**src/verilog/sprite_defs.svh**
```systemverilog
/* Sprite layer constants */

`ifndef SPRITE_DEFS_SVH
`define SPRITE_DEFS_SVH

// ~~~~~~~~~~~~~~~~~~~~~~~~~~~~~~~~~~~~~~~~~~~~~~~~~~~~~~~~~~~~
// Sprite geometry
// ~~~~~~~~~~~~~~~~~~~~~~~~~~~~~~~~~~~~~~~~~~~~~~~~~~~~~~~~~~~~

`define SPRITE_WIDTH       64    // Pixels per sprite row and a power of two.
`define SPRITE_HEIGHT      64    // Rows per sprite.
`define SPRITE_ADDR_W      12    // Log2 of width times height.

// ~~~~~~~~~~~~~~~~~~~~~~~~~~~~~~~~~~~~~~~~~~~~~~~~~~~~~~~~~~~~
// Video widths
// ~~~~~~~~~~~~~~~~~~~~~~~~~~~~~~~~~~~~~~~~~~~~~~~~~~~~~~~~~~~~

`define COORD_W            11    // Screen coordinate bits.
`define PIXEL_W            8     // Bits per pixel.
`define SPRITE_TRANSPARENT 8'hff // Colour key that lets lower layers through.

// ~~~~~~~~~~~~~~~~~~~~~~~~~~~~~~~~~~~~~~~~~~~~~~~~~~~~~~~~~~~~
// Bus regions selected by address bits 17..14
// ~~~~~~~~~~~~~~~~~~~~~~~~~~~~~~~~~~~~~~~~~~~~~~~~~~~~~~~~~~~~

`define REGION_REGS        4'h0  // Position and visibility registers.
`define REGION_SPRITE0     4'h1  // Pixel memory of sprite 0.
`define REGION_SPRITE1     4'h2  // Pixel memory of sprite 1.

`endif

```
**src/verilog/sprite_video_pkg.sv**
```systemverilog
/* Video path types */

`default_nettype none

`include "sprite_defs.svh"

package sprite_video_pkg;

	typedef logic [`COORD_W-1:0] coord_t;   // Screen coordinate.
	typedef logic [`PIXEL_W-1:0] pixel_t;   // One palette index.

	// One screen position from the timing generator.
	typedef struct packed {
		coord_t x;
		coord_t y;
		logic   blank;   // Set outside the active picture.
	} video_beat_t;

	// Registers of one sprite.
	typedef struct packed {
		coord_t pos_x;   // Left edge on screen.
		coord_t pos_y;   // Top edge on screen.
		logic   visible;
	} sprite_cfg_t;

	// One overlay output pixel.
	typedef struct packed {
		pixel_t data;    // Zero whenever mask is clear.
		logic   mask;    // Set where a sprite covers the position.
	} overlay_t;

endpackage

`default_nettype wire
```
**src/verilog/sprite_compositor.sv**
```systemverilog
/* Sprite priority mixer */

`timescale 1ns/1ps
`default_nettype none

module sprite_compositor
	import sprite_video_pkg::*;
(
	input  wire      i_clock,
	input  wire      i_arst_n,

	input  wire      i_valid0,
	input  overlay_t i_pixel0,

	input  wire      i_valid1,
	input  overlay_t i_pixel1,

	output logic     o_overlay_valid,
	output overlay_t o_overlay
);

	always_ff @(posedge i_clock or negedge i_arst_n) begin
		if (!i_arst_n) begin
			o_overlay_valid <= 1'b0;
			o_overlay       <= '0;
		end else begin
			o_overlay_valid <= i_valid0;   // Both engines run in lockstep.
			if (i_pixel0.mask) begin
				o_overlay <= i_pixel0;   // Sprite 0 sits in front.
			end else if (i_pixel1.mask) begin
				o_overlay <= i_pixel1;
			end else begin
				o_overlay <= '0;
			end
		end
	end

	// Engines share the beat stream, so their pipelines must never drift apart.
	a_valid_lockstep: assert property (@(posedge i_clock) disable iff (!i_arst_n)
		i_valid0 == i_valid1);

endmodule

`default_nettype wire

```
**config.mk**
```make
export PLATFORM = sky130hd
export DESIGN_NAME = sprite_compositor
export DESIGN_NICKNAME = d
export VERILOG_FILES = /design/src/verilog/sprite_video_pkg.sv /design/src/verilog/sprite_compositor.sv
export VERILOG_INCLUDE_DIRS = /design/src /design/src/verilog
export SDC_FILE = /design/constraint.sdc
export NUM_CORES = 1
export LEC_CHECK = 0
export ABC_AREA = 1
export BUFFER_PORTS_ARGS = -buffer_cell sky130_fd_sc_hd__buf_2
export CORE_AREA = 2 2 39 41
export CTS_BUF_LIST = sky130_fd_sc_hd__clkbuf_8
export DETAILED_ROUTE_END_ITERATION = 7
export DIE_AREA = 0 0 41 43
export PLACE_DENSITY = 0.7
export SLEW_MARGIN = 20
export SYNTH_ARGS = -nofsm -noshare
export SYNTH_HDL_FRONTEND = slang
export SYNTH_SLANG_ARGS = --single-unit
```
**constraint.sdc**
```tcl
create_clock -name i_clock -period 0.8 [get_ports i_clock]
set_input_delay 0.12 -clock i_clock [delete_from_list [all_inputs] [get_ports i_clock]]
set_output_delay 0.12 -clock i_clock [all_outputs]
set_load 0.02 [all_outputs]
```
; ---- Word-level counts from Yosys, hierarchy flattened
; Index checks and enable logic that the tools add are counted.
[word_totals]
register_bits = 10
out_inout_bits = 10
elab_cells = 5
[op_classes]
muxes = 2
[op_table]
columns = cell, count
row1 = 2-to-1 mux 9 bit, 2

; ---- Longest topological paths before layout
[depth]
depth_word = 2
ltp_mapped = 4
ltp_nobuf = 3

; ---- Worst setup path before layout
; No wires, ideal clock.
[synth_timing]
kind = input port to flip-flop
from = input i_pixel1[0] in the netlist's numbering
to = register o_overlay[0] in the netlist's numbering
path_buffers = 1
setup_slack_ns = 0.239
cell_stages = 2
setup_ns = 0.124
arrival_time_ns = 0.436
cell_sequence = buf_6 > or2_1
[synth_via]
elab_chain_len = 2
[synth_lines]
columns = item, line_no
row1 = "start, declared", sprite_compositor.sv:16  ; input overlay_t i_pixel1,
row2 = 2-to-1 mux 9 bit, sprite_compositor.sv:30  ; end else if (i_pixel1.mask) begin
row3 = 2-to-1 mux 9 bit, sprite_compositor.sv:28  ; if (i_pixel0.mask) begin
row4 = "end signal, assigned", sprite_compositor.sv:29  ; o_overlay <= i_pixel0;
row5 = "end signal, assigned", sprite_compositor.sv:31  ; o_overlay <= i_pixel1;
row6 = "end, declared", sprite_compositor.sv:19  ; output overlay_t o_overlay
; Every way passes these cells.

; ---- Worst setup path in the final report
[layout_timing]
from = register o_overlay[4] in the netlist's numbering
to = output o_overlay[4] in the netlist's numbering
; No word-level cell between the ends.

==> reports/qor.yml <==
status:
  status: "finished with violations"
  violations: "setup timing"
power_and_ir_drop:
  clock_power_share_pct: 43.3
  power.switching_uw: 304
  leakage_uw: 0.000367
  pwr-share-seq_pct: 40.0
  power_frac_comb_pct: 16.8
  p_sw_share_pct: 21.8
  power.density_mw_per_mm2: 2120
  p_int_uw: 1090
  peakVddDrop_uv: 702
die:
  start_util_pct: 27.7
  fp.coreArea_mm2: 0.00138
  rows: 14
  die_w_um: 41
  die_h_um: 43
  dieArea_mm2: 0.00176
  io-pin-count: 32
worst_setup_path:
  cp_top_family: "flip-flops"
  crit_fanout: 1
  cp_data_arrival_time_ns: 0.73
  cp-start-kind: "flip-flop"
  slowest_delay_ns: 0.37
  path_cells: "buf_6"
  crit_path_end_kind: "output port"
  slowest_stage: "dfrtp_1"
  cp.required_ns: 0.68
  critPathBufInv: 1
  criticalPathCategory: "flip-flop to output port"
placed_design:
  dp_hpwl_um: 663
  gp_congestion: 0.629
  dp_cells: 82
  numPortBuffers: 30
synth:
  syn-cell-area_um2: 383
  synth_cell_types: 6
  synth_top_cell_by_area: "dfrtp_1"
  seq_area_frac_synth_pct: 65.4
  ys_ff_latch: 10
  synth_top_cells_by_area: "dfrtp_1 (65%), nand2_1 (16%), nand3_1 (10%)"
  synth.top_cell.area_share_pct: 65.4
  syn-num-nets: 60
  synth_warnings: 0
  syn_avg_cell_area_um2: 10.1
  netlist_instances: 38
sta:
  hold_viol: 0
  worst_slew_pin_slew_ns: 0.219
  period_share_pct: 106
  fin_tns_setup_ns: -0.415
  fmax_ghz: 1.18
  setup-violations-final: 10
  rsz0062_at_grt: "yes"
  timing.final.ws_setup_ns: -0.0456
  maxSlewHeadroom_pct: 85.4
  drv_slew: 0
  min_period_ns: 0.846
global_routing:
  grt_max_degree: 11
  grt_pass1_wl_um: 1320
  grt_use_total_pct: 11.4
  grt_pass1_vias: 339
  grt-ovfl-total: 0
  antenna_found_initial: 0
hold_path:
  worstHoldStart: "i_valid0"
  holdPathStages: 1
  min_to: "o_overlay_valid$_DFF_PN0_"
  hp-class: "primary input to flip-flop"
route:
  drt-pass1-iter-count: 3
  drtIter0Drc: 3
  detail-route-antenna-nets: 0
  vias: 375
  post_drt_wl_per_cell_um: 10.5
  drc: 0
  routed_wirelength_um: 915
  vias_per_cell: 4.31
finish:
  utilization_pct: 47.6
  drive_above_1_share_pct: 49.3
  syn_to_final_growth_pct: 71.9
  diodes: 0
  final_common_cell: "buf_2"
  layout_common_cells: "buf_2 (20), nand2_1 (16), dfrtp_1 (10), buf_6 (10), nand3_1 (8)"
  fin_nets: 94
  fin_cells: 87
  fill_cells: 135
clock_tree:
  clkTransAtPathRegs_ns: 0.05
  h-tree-depth: 1
  post-cts-setup-buffer-count: 0
  clockBufferDepth: 2
  numCtsBuffers: 3
  cts_root_buffer: "clkbuf_8"
  clock-sinks: 10
  cts_tree: "yes"
run:
  cap_violations: 0
## sequential cells by signal, indices dropped and copies added (netlist names)
register / cells
o_overlay_valid: 1
o_overlay: 9
## stage by stage
step           setup WS (ns)  instance area, um2  power [uW]  hold WS (ns)
2_1_floorplan          0.239                 383         657        -0.176
3_3_place_gp           0.118                 531         743       -0.0138
3_5_place_dp           0.112                 531         747       -0.0121
4_1_cts              -0.0555                 658        1420       0.00667
5_1_grt              -0.0772                 658        1460       0.00687
6_report             -0.0456                 658        1390        0.0100
## metal layers
layer	global-route usage [%]	wire, um	vias to the layer above
met5	0	0	-
met4	6.00	6	0
met3	3.14	111	2
met2	18.4	446	22
met1	12.6	350	167
li1	-	-	184
## power by group through the flow
stage	clock [uW]	sequential [uW]	combinational, uW
floorplan	0	605	52.0
global placement	0	556	187
CTS	624	557	235
detailed placement	0	556	191
finish	604	557	234
global route	644	560	257
## repair_timing
item,in CTS,in global routing
hold buffers,1,0
setup endpoints to repair,10,10
gates resized for setup,20,0
gates cloned,0,0
hold endpoints to repair,10,0
## layout make-up
type | count | area, um2 | area share, %
tap | 16 | 20.0 | 3.04
sequential | 10 | 250 | 38.0
multi-input combinational | 25 | 106 | 16.2
timing repair buffer | 31 | 223 | 33.8
inverter | 1 | 3.75 | 0.570
clock buffer | 4 | 55.1 | 8.37
## worst max path at each step
stage                                start  cells past startpoint  slack [ns]                endpoint
CTS                 o_overlay[4]$_DFF_PN0_                      1       -0.06            o_overlay[4]
global route        o_overlay[6]$_DFF_PN0_                      1       -0.08            o_overlay[6]
global placement               i_pixel0[0]                      4        0.12  o_overlay[4]$_DFF_PN0_
finish              o_overlay[4]$_DFF_PN0_                      1       -0.05            o_overlay[4]
detailed placement             i_pixel0[0]                      4        0.11  o_overlay[1]$_DFF_PN0_
floorplan                      i_pixel1[0]                      2        0.24  o_overlay[0]$_DFF_PN0_
## kinds of logic after synthesis
kind of cell	share of synthesized area, %
buffers and inverters	6.86
flip-flops	65.4
AND/OR/NAND/NOR	27.8
## synthesized netlist by cell type
master / number
nand2_1: 16
dfrtp_1: 10
nand3_1: 8
buf_6: 2
inv_2: 1
or2_1: 1
Note: power is estimated with default switching activity, not from simulation.
