**src/verilog/sprite_defs.svh**
```systemverilog
/* Sprite layer constants */

`ifndef SPRITE_DEFS_SVH
`define SPRITE_DEFS_SVH

// ~~~~~~~~~~~~~~~~~~~~~~~~~~~~~~~~~~~~~~~~~~~~~~~~~~~~~~~~~~~~
// Sprite geometry
// ~~~~~~~~~~~~~~~~~~~~~~~~~~~~~~~~~~~~~~~~~~~~~~~~~~~~~~~~~~~~

`define SPRITE_WIDTH       64    // Pixels per sprite row and a power of two.
`define SPRITE_HEIGHT      64    // Rows per sprite.
`define SPRITE_ADDR_W      12    // Log2 of width times height.

// ~~~~~~~~~~~~~~~~~~~~~~~~~~~~~~~~~~~~~~~~~~~~~~~~~~~~~~~~~~~~
// Video widths
// ~~~~~~~~~~~~~~~~~~~~~~~~~~~~~~~~~~~~~~~~~~~~~~~~~~~~~~~~~~~~

`define COORD_W            11    // Screen coordinate bits.
`define PIXEL_W            8     // Bits per pixel.
`define SPRITE_TRANSPARENT 8'hff // Colour key that lets lower layers through.

// ~~~~~~~~~~~~~~~~~~~~~~~~~~~~~~~~~~~~~~~~~~~~~~~~~~~~~~~~~~~~
// Bus regions selected by address bits 17..14
// ~~~~~~~~~~~~~~~~~~~~~~~~~~~~~~~~~~~~~~~~~~~~~~~~~~~~~~~~~~~~

`define REGION_REGS        4'h0  // Position and visibility registers.
`define REGION_SPRITE0     4'h1  // Pixel memory of sprite 0.
`define REGION_SPRITE1     4'h2  // Pixel memory of sprite 1.

`endif

```
**src/verilog/sprite_video_pkg.sv**
```systemverilog
/* Video path types */

`default_nettype none

`include "sprite_defs.svh"

package sprite_video_pkg;

	typedef logic [`COORD_W-1:0] coord_t;   // Screen coordinate.
	typedef logic [`PIXEL_W-1:0] pixel_t;   // One palette index.

	// One screen position from the timing generator.
	typedef struct packed {
		coord_t x;
		coord_t y;
		logic   blank;   // Set outside the active picture.
	} video_beat_t;

	// Registers of one sprite.
	typedef struct packed {
		coord_t pos_x;   // Left edge on screen.
		coord_t pos_y;   // Top edge on screen.
		logic   visible;
	} sprite_cfg_t;

	// One overlay output pixel.
	typedef struct packed {
		pixel_t data;    // Zero whenever mask is clear.
		logic   mask;    // Set where a sprite covers the position.
	} overlay_t;

endpackage

`default_nettype wire
```
**src/verilog/sprite_bus_pkg.sv**
```systemverilog
/* Write bus types */

`default_nettype none

`include "sprite_defs.svh"

package sprite_bus_pkg;

	import sprite_video_pkg::*;

	typedef logic [17:0] bus_addr_t;   // Byte address, region in bits 17..14.
	typedef logic [31:0] bus_data_t;   // Write data word.

	// One write on the CPU bus.
	typedef struct packed {
		bus_addr_t addr;
		bus_data_t data;
	} bus_write_t;

	typedef logic [`SPRITE_ADDR_W-1:0] pix_index_t;   // Pixel memory index.

	// One write into a sprite pixel memory.
	typedef struct packed {
		pix_index_t index;
		pixel_t     data;
	} pix_write_t;

endpackage

`default_nettype wire

```
**src/verilog/sprite_reg_decode.sv**
```systemverilog
/* Sprite register decoder */

`timescale 1ns/1ps
`default_nettype none

`include "sprite_defs.svh"

module sprite_reg_decode
	import sprite_bus_pkg::*, sprite_video_pkg::*;
(
	input  wire         i_clock,
	input  wire         i_arst_n,

	input  wire         i_bus_valid,
	input  bus_write_t  i_bus_write,
	output logic        o_bus_ready,

	output sprite_cfg_t o_cfg0,
	output sprite_cfg_t o_cfg1,

	output pix_write_t  o_pix_write,
	output logic        o_pix_write_valid0,
	output logic        o_pix_write_valid1
);

	logic       handshake;
	logic [3:0] region;
	logic [4:0] offset;

	always_comb begin
		handshake = i_bus_valid && o_bus_ready;   // Write accepted this edge.
		region    = i_bus_write.addr[17:14];
		offset    = i_bus_write.addr[4:0];
	end

	// ~~~~~~~~~~~~~~~~~~~~~~~~~~~~~~~~~~~~~~~~~~~~~~~~~~~~~~~~~~~~
	// Handshake and register file
	// ~~~~~~~~~~~~~~~~~~~~~~~~~~~~~~~~~~~~~~~~~~~~~~~~~~~~~~~~~~~~

	always_ff @(posedge i_clock or negedge i_arst_n) begin
		if (!i_arst_n) begin
			o_bus_ready        <= 1'b0;
			o_cfg0             <= '0;
			o_cfg1             <= '0;
			o_pix_write_valid0 <= 1'b0;
			o_pix_write_valid1 <= 1'b0;
		end else begin
			o_bus_ready        <= !handshake;   // One idle cycle after each write.
			o_pix_write_valid0 <= handshake && (region == `REGION_SPRITE0);
			o_pix_write_valid1 <= handshake && (region == `REGION_SPRITE1);
			if (handshake && region == `REGION_REGS) begin
				case (offset)
					5'h00: o_cfg0.pos_x   <= i_bus_write.data[`COORD_W-1:0];
					5'h04: o_cfg0.pos_y   <= i_bus_write.data[`COORD_W-1:0];
					5'h08: o_cfg0.visible <= |i_bus_write.data;
					5'h10: o_cfg1.pos_x   <= i_bus_write.data[`COORD_W-1:0];
					5'h14: o_cfg1.pos_y   <= i_bus_write.data[`COORD_W-1:0];
					5'h18: o_cfg1.visible <= |i_bus_write.data;
					default: ;   // Unmapped offsets are swallowed.
				endcase
			end
		end
	end

	// Pixel payload is shared by both memories; the valids pick the target.
	always_ff @(posedge i_clock) begin
		if (handshake) begin
			o_pix_write.index <= i_bus_write.addr[`SPRITE_ADDR_W+1:2];
			o_pix_write.data  <= i_bus_write.data[`PIXEL_W-1:0];
		end
	end

	// ~~~~~~~~~~~~~~~~~~~~~~~~~~~~~~~~~~~~~~~~~~~~~~~~~~~~~~~~~~~~
	// Checks
	// ~~~~~~~~~~~~~~~~~~~~~~~~~~~~~~~~~~~~~~~~~~~~~~~~~~~~~~~~~~~~

	a_one_pix_write: assert property (@(posedge i_clock) disable iff (!i_arst_n)
		$onehot0({o_pix_write_valid0, o_pix_write_valid1}));

	a_ready_in_reset: assert property (@(posedge i_clock)
		!i_arst_n |-> !o_bus_ready);

endmodule

`default_nettype wire

```
**config.mk**
```make
export PLATFORM = sky130hd
export DESIGN_NAME = sprite_reg_decode
export DESIGN_NICKNAME = d
export VERILOG_FILES = /design/src/verilog/sprite_video_pkg.sv /design/src/verilog/sprite_bus_pkg.sv /design/src/verilog/sprite_reg_decode.sv
export VERILOG_INCLUDE_DIRS = /design/src /design/src/verilog
export SDC_FILE = /design/constraint.sdc
export NUM_CORES = 1
export LEC_CHECK = 0
export BUFFER_PORTS_ARGS = -buffer_cell sky130_fd_sc_hd__buf_2
export CAP_MARGIN = 10
export CORE_MARGIN = 2
export CORE_UTILIZATION = 45
export DETAILED_ROUTE_END_ITERATION = 8
export GPL_TIMING_DRIVEN = 0
export PLACE_DENSITY = 0.9
export SYNTH_ARGS = -nofsm -noshare
export SYNTH_HDL_FRONTEND = slang
export SYNTH_SLANG_ARGS = --single-unit
```
**constraint.sdc**
```tcl
create_clock -name i_clock -period 2 [get_ports i_clock]
set_input_delay 0.2 -clock i_clock [delete_from_list [all_inputs] [get_ports i_clock]]
set_output_delay 0.2 -clock i_clock [all_outputs]
set_load 0.05 [all_outputs]
```
* Yosys cells after proc, flatten, opt, wreduce, memory -nomap -nowiden *
Cells that the tools add are included.

word-level totals
  register bits = 69
  bits of input ports = 53
  output and inout bits = 69
  word-level logic and storage cells = 32

operators by class
  equal/unequal tests = 7
  reduce and logical (&&, ||, !) cells = 14

operators by type and width
  kind                  count
  $reduce_or A32 Y1     1
  $eq A5 B5 Y1 const B  3
  $reduce_and A2 Y1     6
  $eq A5 B3 Y1 const B  1
  $eq A5 B4 Y1 const B  1
  $logic_not A5 Y1      1
  $eq A4 B1 Y1 const B  1
  $eq A4 B2 Y1 const B  1
  $logic_and A1 B1 Y1   4
  $logic_not A4 Y1      1
  $logic_not A1 Y1      1

* Logic depth before layout (Yosys ltp) *
  word-level depth = 3
  gate-level depth with buffers = 5
  mapped depth without buffers = 4

* Least setup slack after synthesis *
No wires, ideal clock.

  path type = flip-flop to flip-flop
  from = register o_bus_ready
  to = register o_cfg0[13] (netlist name)
  library setup time = 0.125 ns
  arrival time = 1.919 ns
  required time = 1.875 ns
  setup slack = -0.044 ns
  stages on the path, launching flop included = 6
  path buffers = 1
  period minus slack after synthesis = 2.044 ns
  cell sequence = dfrtp_1 nand4bb_4 or3_4 nor4_4 buf_6 mux2_2

between the ends
  longest elaborated chain between the ends = 3

RTL lines
  what                                  RTL line                 text
  start: declaration                    sprite_reg_decode.sv:16  output logic o_bus_ready,
  start signal: assignment              sprite_reg_decode.sv:48  o_bus_ready <= !handshake;
  $logic_and A1 B1 Y1                   sprite_reg_decode.sv:31  handshake = i_bus_valid && o_bus_ready;
  $logic_and A1 B1 Y1 (no source line)  n/a
  $reduce_and A2 Y1 (no source line)    n/a
  end: declaration                      sprite_reg_decode.sv:18  output sprite_cfg_t o_cfg0,

No other way between the ends.
A chain may end at the register's enable or synchronous reset.

* Worst setup path after layout *
  from = register o_bus_ready
  to = register o_cfg0[19] (netlist name)

The elaborated chain is that of the path after synthesis.

==> impl_metrics.toml <==
[outcome]
status = "finished, final reports clean"

[hold_path]
whs_path_depth = 1
hold_start = "i_bus_write[41]"
whs_endpoint = "o_pix_write[15]"
hp-class = "input pin to register"

[synthesis]
synth.most_common_cell = "dfrtp_1"
synth_cells = 146
synth.largest_area_cell = "dfrtp_1"
ys_warn_count = 0
syn_area_um2 = 2580
synth_cell_types = 23
syn_area_per_cell_um2 = 17.7
ys.flop_type = "dfrtp_1"
synth_edf_count = 20
ys_seq_area_frac = 0.707
synthArstFlopShare = 0.710
synth_seq_cells = 69
synth_top_area_share = 0.475
ys_top_cells_by_count = "dfrtp_1, mux2_2, edfxtp_1"
syn-num-nets = 199
yosys-top-cells-area = "dfrtp_1, edfxtp_1, mux2_2"

[sta]
hold_viol = 0
tns_ps = 0
finalMaxSlewViolations = 0
rsz0062_at_grt = "no"
skew_ps = 8.91
relSlewSlack = 0.487
setup_slack_ps = 178
fmax_mhz = 549
min_period_over_period = 0.911
fin_crit_ps = 1820
setup_violations = 0
worst_slew_pin_slew_ps = 768

[clock_tree]
cts_made_buffers = 9
ctsResizeCount = 0
postCtsHoldBufs = 0
htreeDepth = 3
clock-sinks = 69
clock_path_buffers = 2
clockRootBuffer = "clkbuf_8"
postCtsSetupRepairBufs = 0
cts_tree = "done"
cts.clk_slew.worst_paths_ps = 80
clock_latency_ps = 330

[cells_and_area]
n_antenna_cell = 0
final_design_area_no_fill_um2 = 3480
nets = 333
areaGrowthSynthToFinish_pct = 34.7
layout-drive-gt1-share = 0.667
post-route-util = 0.628

[setup_path]
end_kind = "register"
worstReg2RegEnd = "o_cfg0[19]"
arrival_ps = 2030
cp-start-kind = "register"
rrSetupSlack_ps = 180
critPathKind = "register to register"
ff2ff_path_depth = 5
critPathRequiredTime_ps = 2210
critPathMaxFanout = 10
r2r_start = "o_bus_ready"

[global_routing]
grt-ovfl-total = 0
antenna_found_initial = 0
grt_pass1_vias = 1891
grt_first_pass_wirelength_mm = 9.25
grt_max_degree = 50
track_usage = 0.198

[routing]
drt_wl_total_mm = 5.86
wl_per_cell_um = 16.4
drc = 0
viasPerCell = 4.99
drtAntennaViolNets = 0
via_count = 1781
drtIter0Drc = 73
detail_route.first_pass.iterations = 4

[floorplan]
start_util = 0.466
die_area_um2 = 6360
io_pins = 122
coreArea_um2 = 5540
num_rows = 27
die_x_um = 79.8
die_h_um = 79.8

[place]
globalplace.congestion = 0.722
io_buffers = 121
post-place-ws_ps = 14.7
hpwlAfterDp_mm = 4.31
dpl-instance-area_um2 = 3280

[power_and_ir_drop]
total_power_w = 0.00280
power_density_nw_per_um2 = 806
ir_worst_vdd_uv = 469
leakagePower_nw = 1.83

[flow_run]
maxCapViolations = 0
sequential cells by signal, indices dropped and copies added (netlist names):
| register | cells |
|---|---|
| o_cfg1 | 23 |
| o_bus_ready | 1 |
| o_cfg0 | 23 |
| o_pix_write_valid0 | 1 |
| o_pix_write | 20 |
| o_pix_write_valid1 | 1 |
metrics by stage:
stage	hold WS (ps)	instances
after floorplan	-95.6	146
after global placement	377	339
after detailed placement	381	339
after CTS	23.2	355
after global routing	31.4	357
final	40.9	357
cell families (layout without fill, tap and decap cells):
kind of cell           Yosys count  after routing  synth area share
multiplexers                    45             45             0.196
flip-flops                      69             69             0.707
buffers and inverters            6            145            0.0141
AND/OR/NAND/NOR                 24             24            0.0766
AO/OA/AOI/OAI                    2              2           0.00630
how the worst max path moves through the flow:
stage | from | end | slack, ps | cells after the start
after detailed placement | i_bus_write[47] | o_cfg0[19] | 10 | 6
after global placement | i_bus_write[47] | o_cfg0[17] | 50 | 6
final | o_bus_ready | o_cfg0[19] | 180 | 5
after floorplan | o_bus_ready | o_cfg0[13] | 110 | 5
after global routing | o_bus_ready | o_cfg1[2] | 60 | 5
after CTS | o_bus_ready | o_cfg0[19] | 160 | 5
critical path, cell delays in order (launching register included):
cell	delay, ps
dfrtp_2	390
nand4bb_4	140
or3_4	430
nor4_4	190
buf_6	200
mux2_2	350
power breakdown:
group          switching (W)  internal (W)
logic               0.000241     0.0000902
registers          0.0000155       0.00150
clock network       0.000483      0.000475
final cells by class:
class                      instances  area, um2
timing repair buffer             123        636
clock buffer                      11        141
tap                               72       90.1
sequential                        69       1830
clock inverter                     5       27.5
inverter                           2       7.51
fill                             437       2060
buffer                             4       28.8
multi-input combinational         71        719
cells in the final DEF (no fill, tap or decap), drive strengths merged:
master,n
nand4bb,1
nor2,1
clkbuf,11
mux2i,1
inv,2
nand3b,2
dfrtp,49
edfxtp,20
o31ai,1
nand4,2
o41ai,1
mux2,44
nor4b,1
nor4,10
buf,126
and3,1
nor3b,2
clkinvlp,1
clkinv,4
or3,2
nand2,2
dlygate4sd3,1
routing by layer:
layer | part of all wire | global-route usage | vias up
met5 | 0 | 0 | -
met4 | 0.013 | 0.0898 | 0
met3 | 0.074 | 0.0532 | 9
met2 | 0.50 | 0.337 | 81
met1 | 0.41 | 0.235 | 869
li1 | - | - | 822
(Power assumes the default switching activity.)
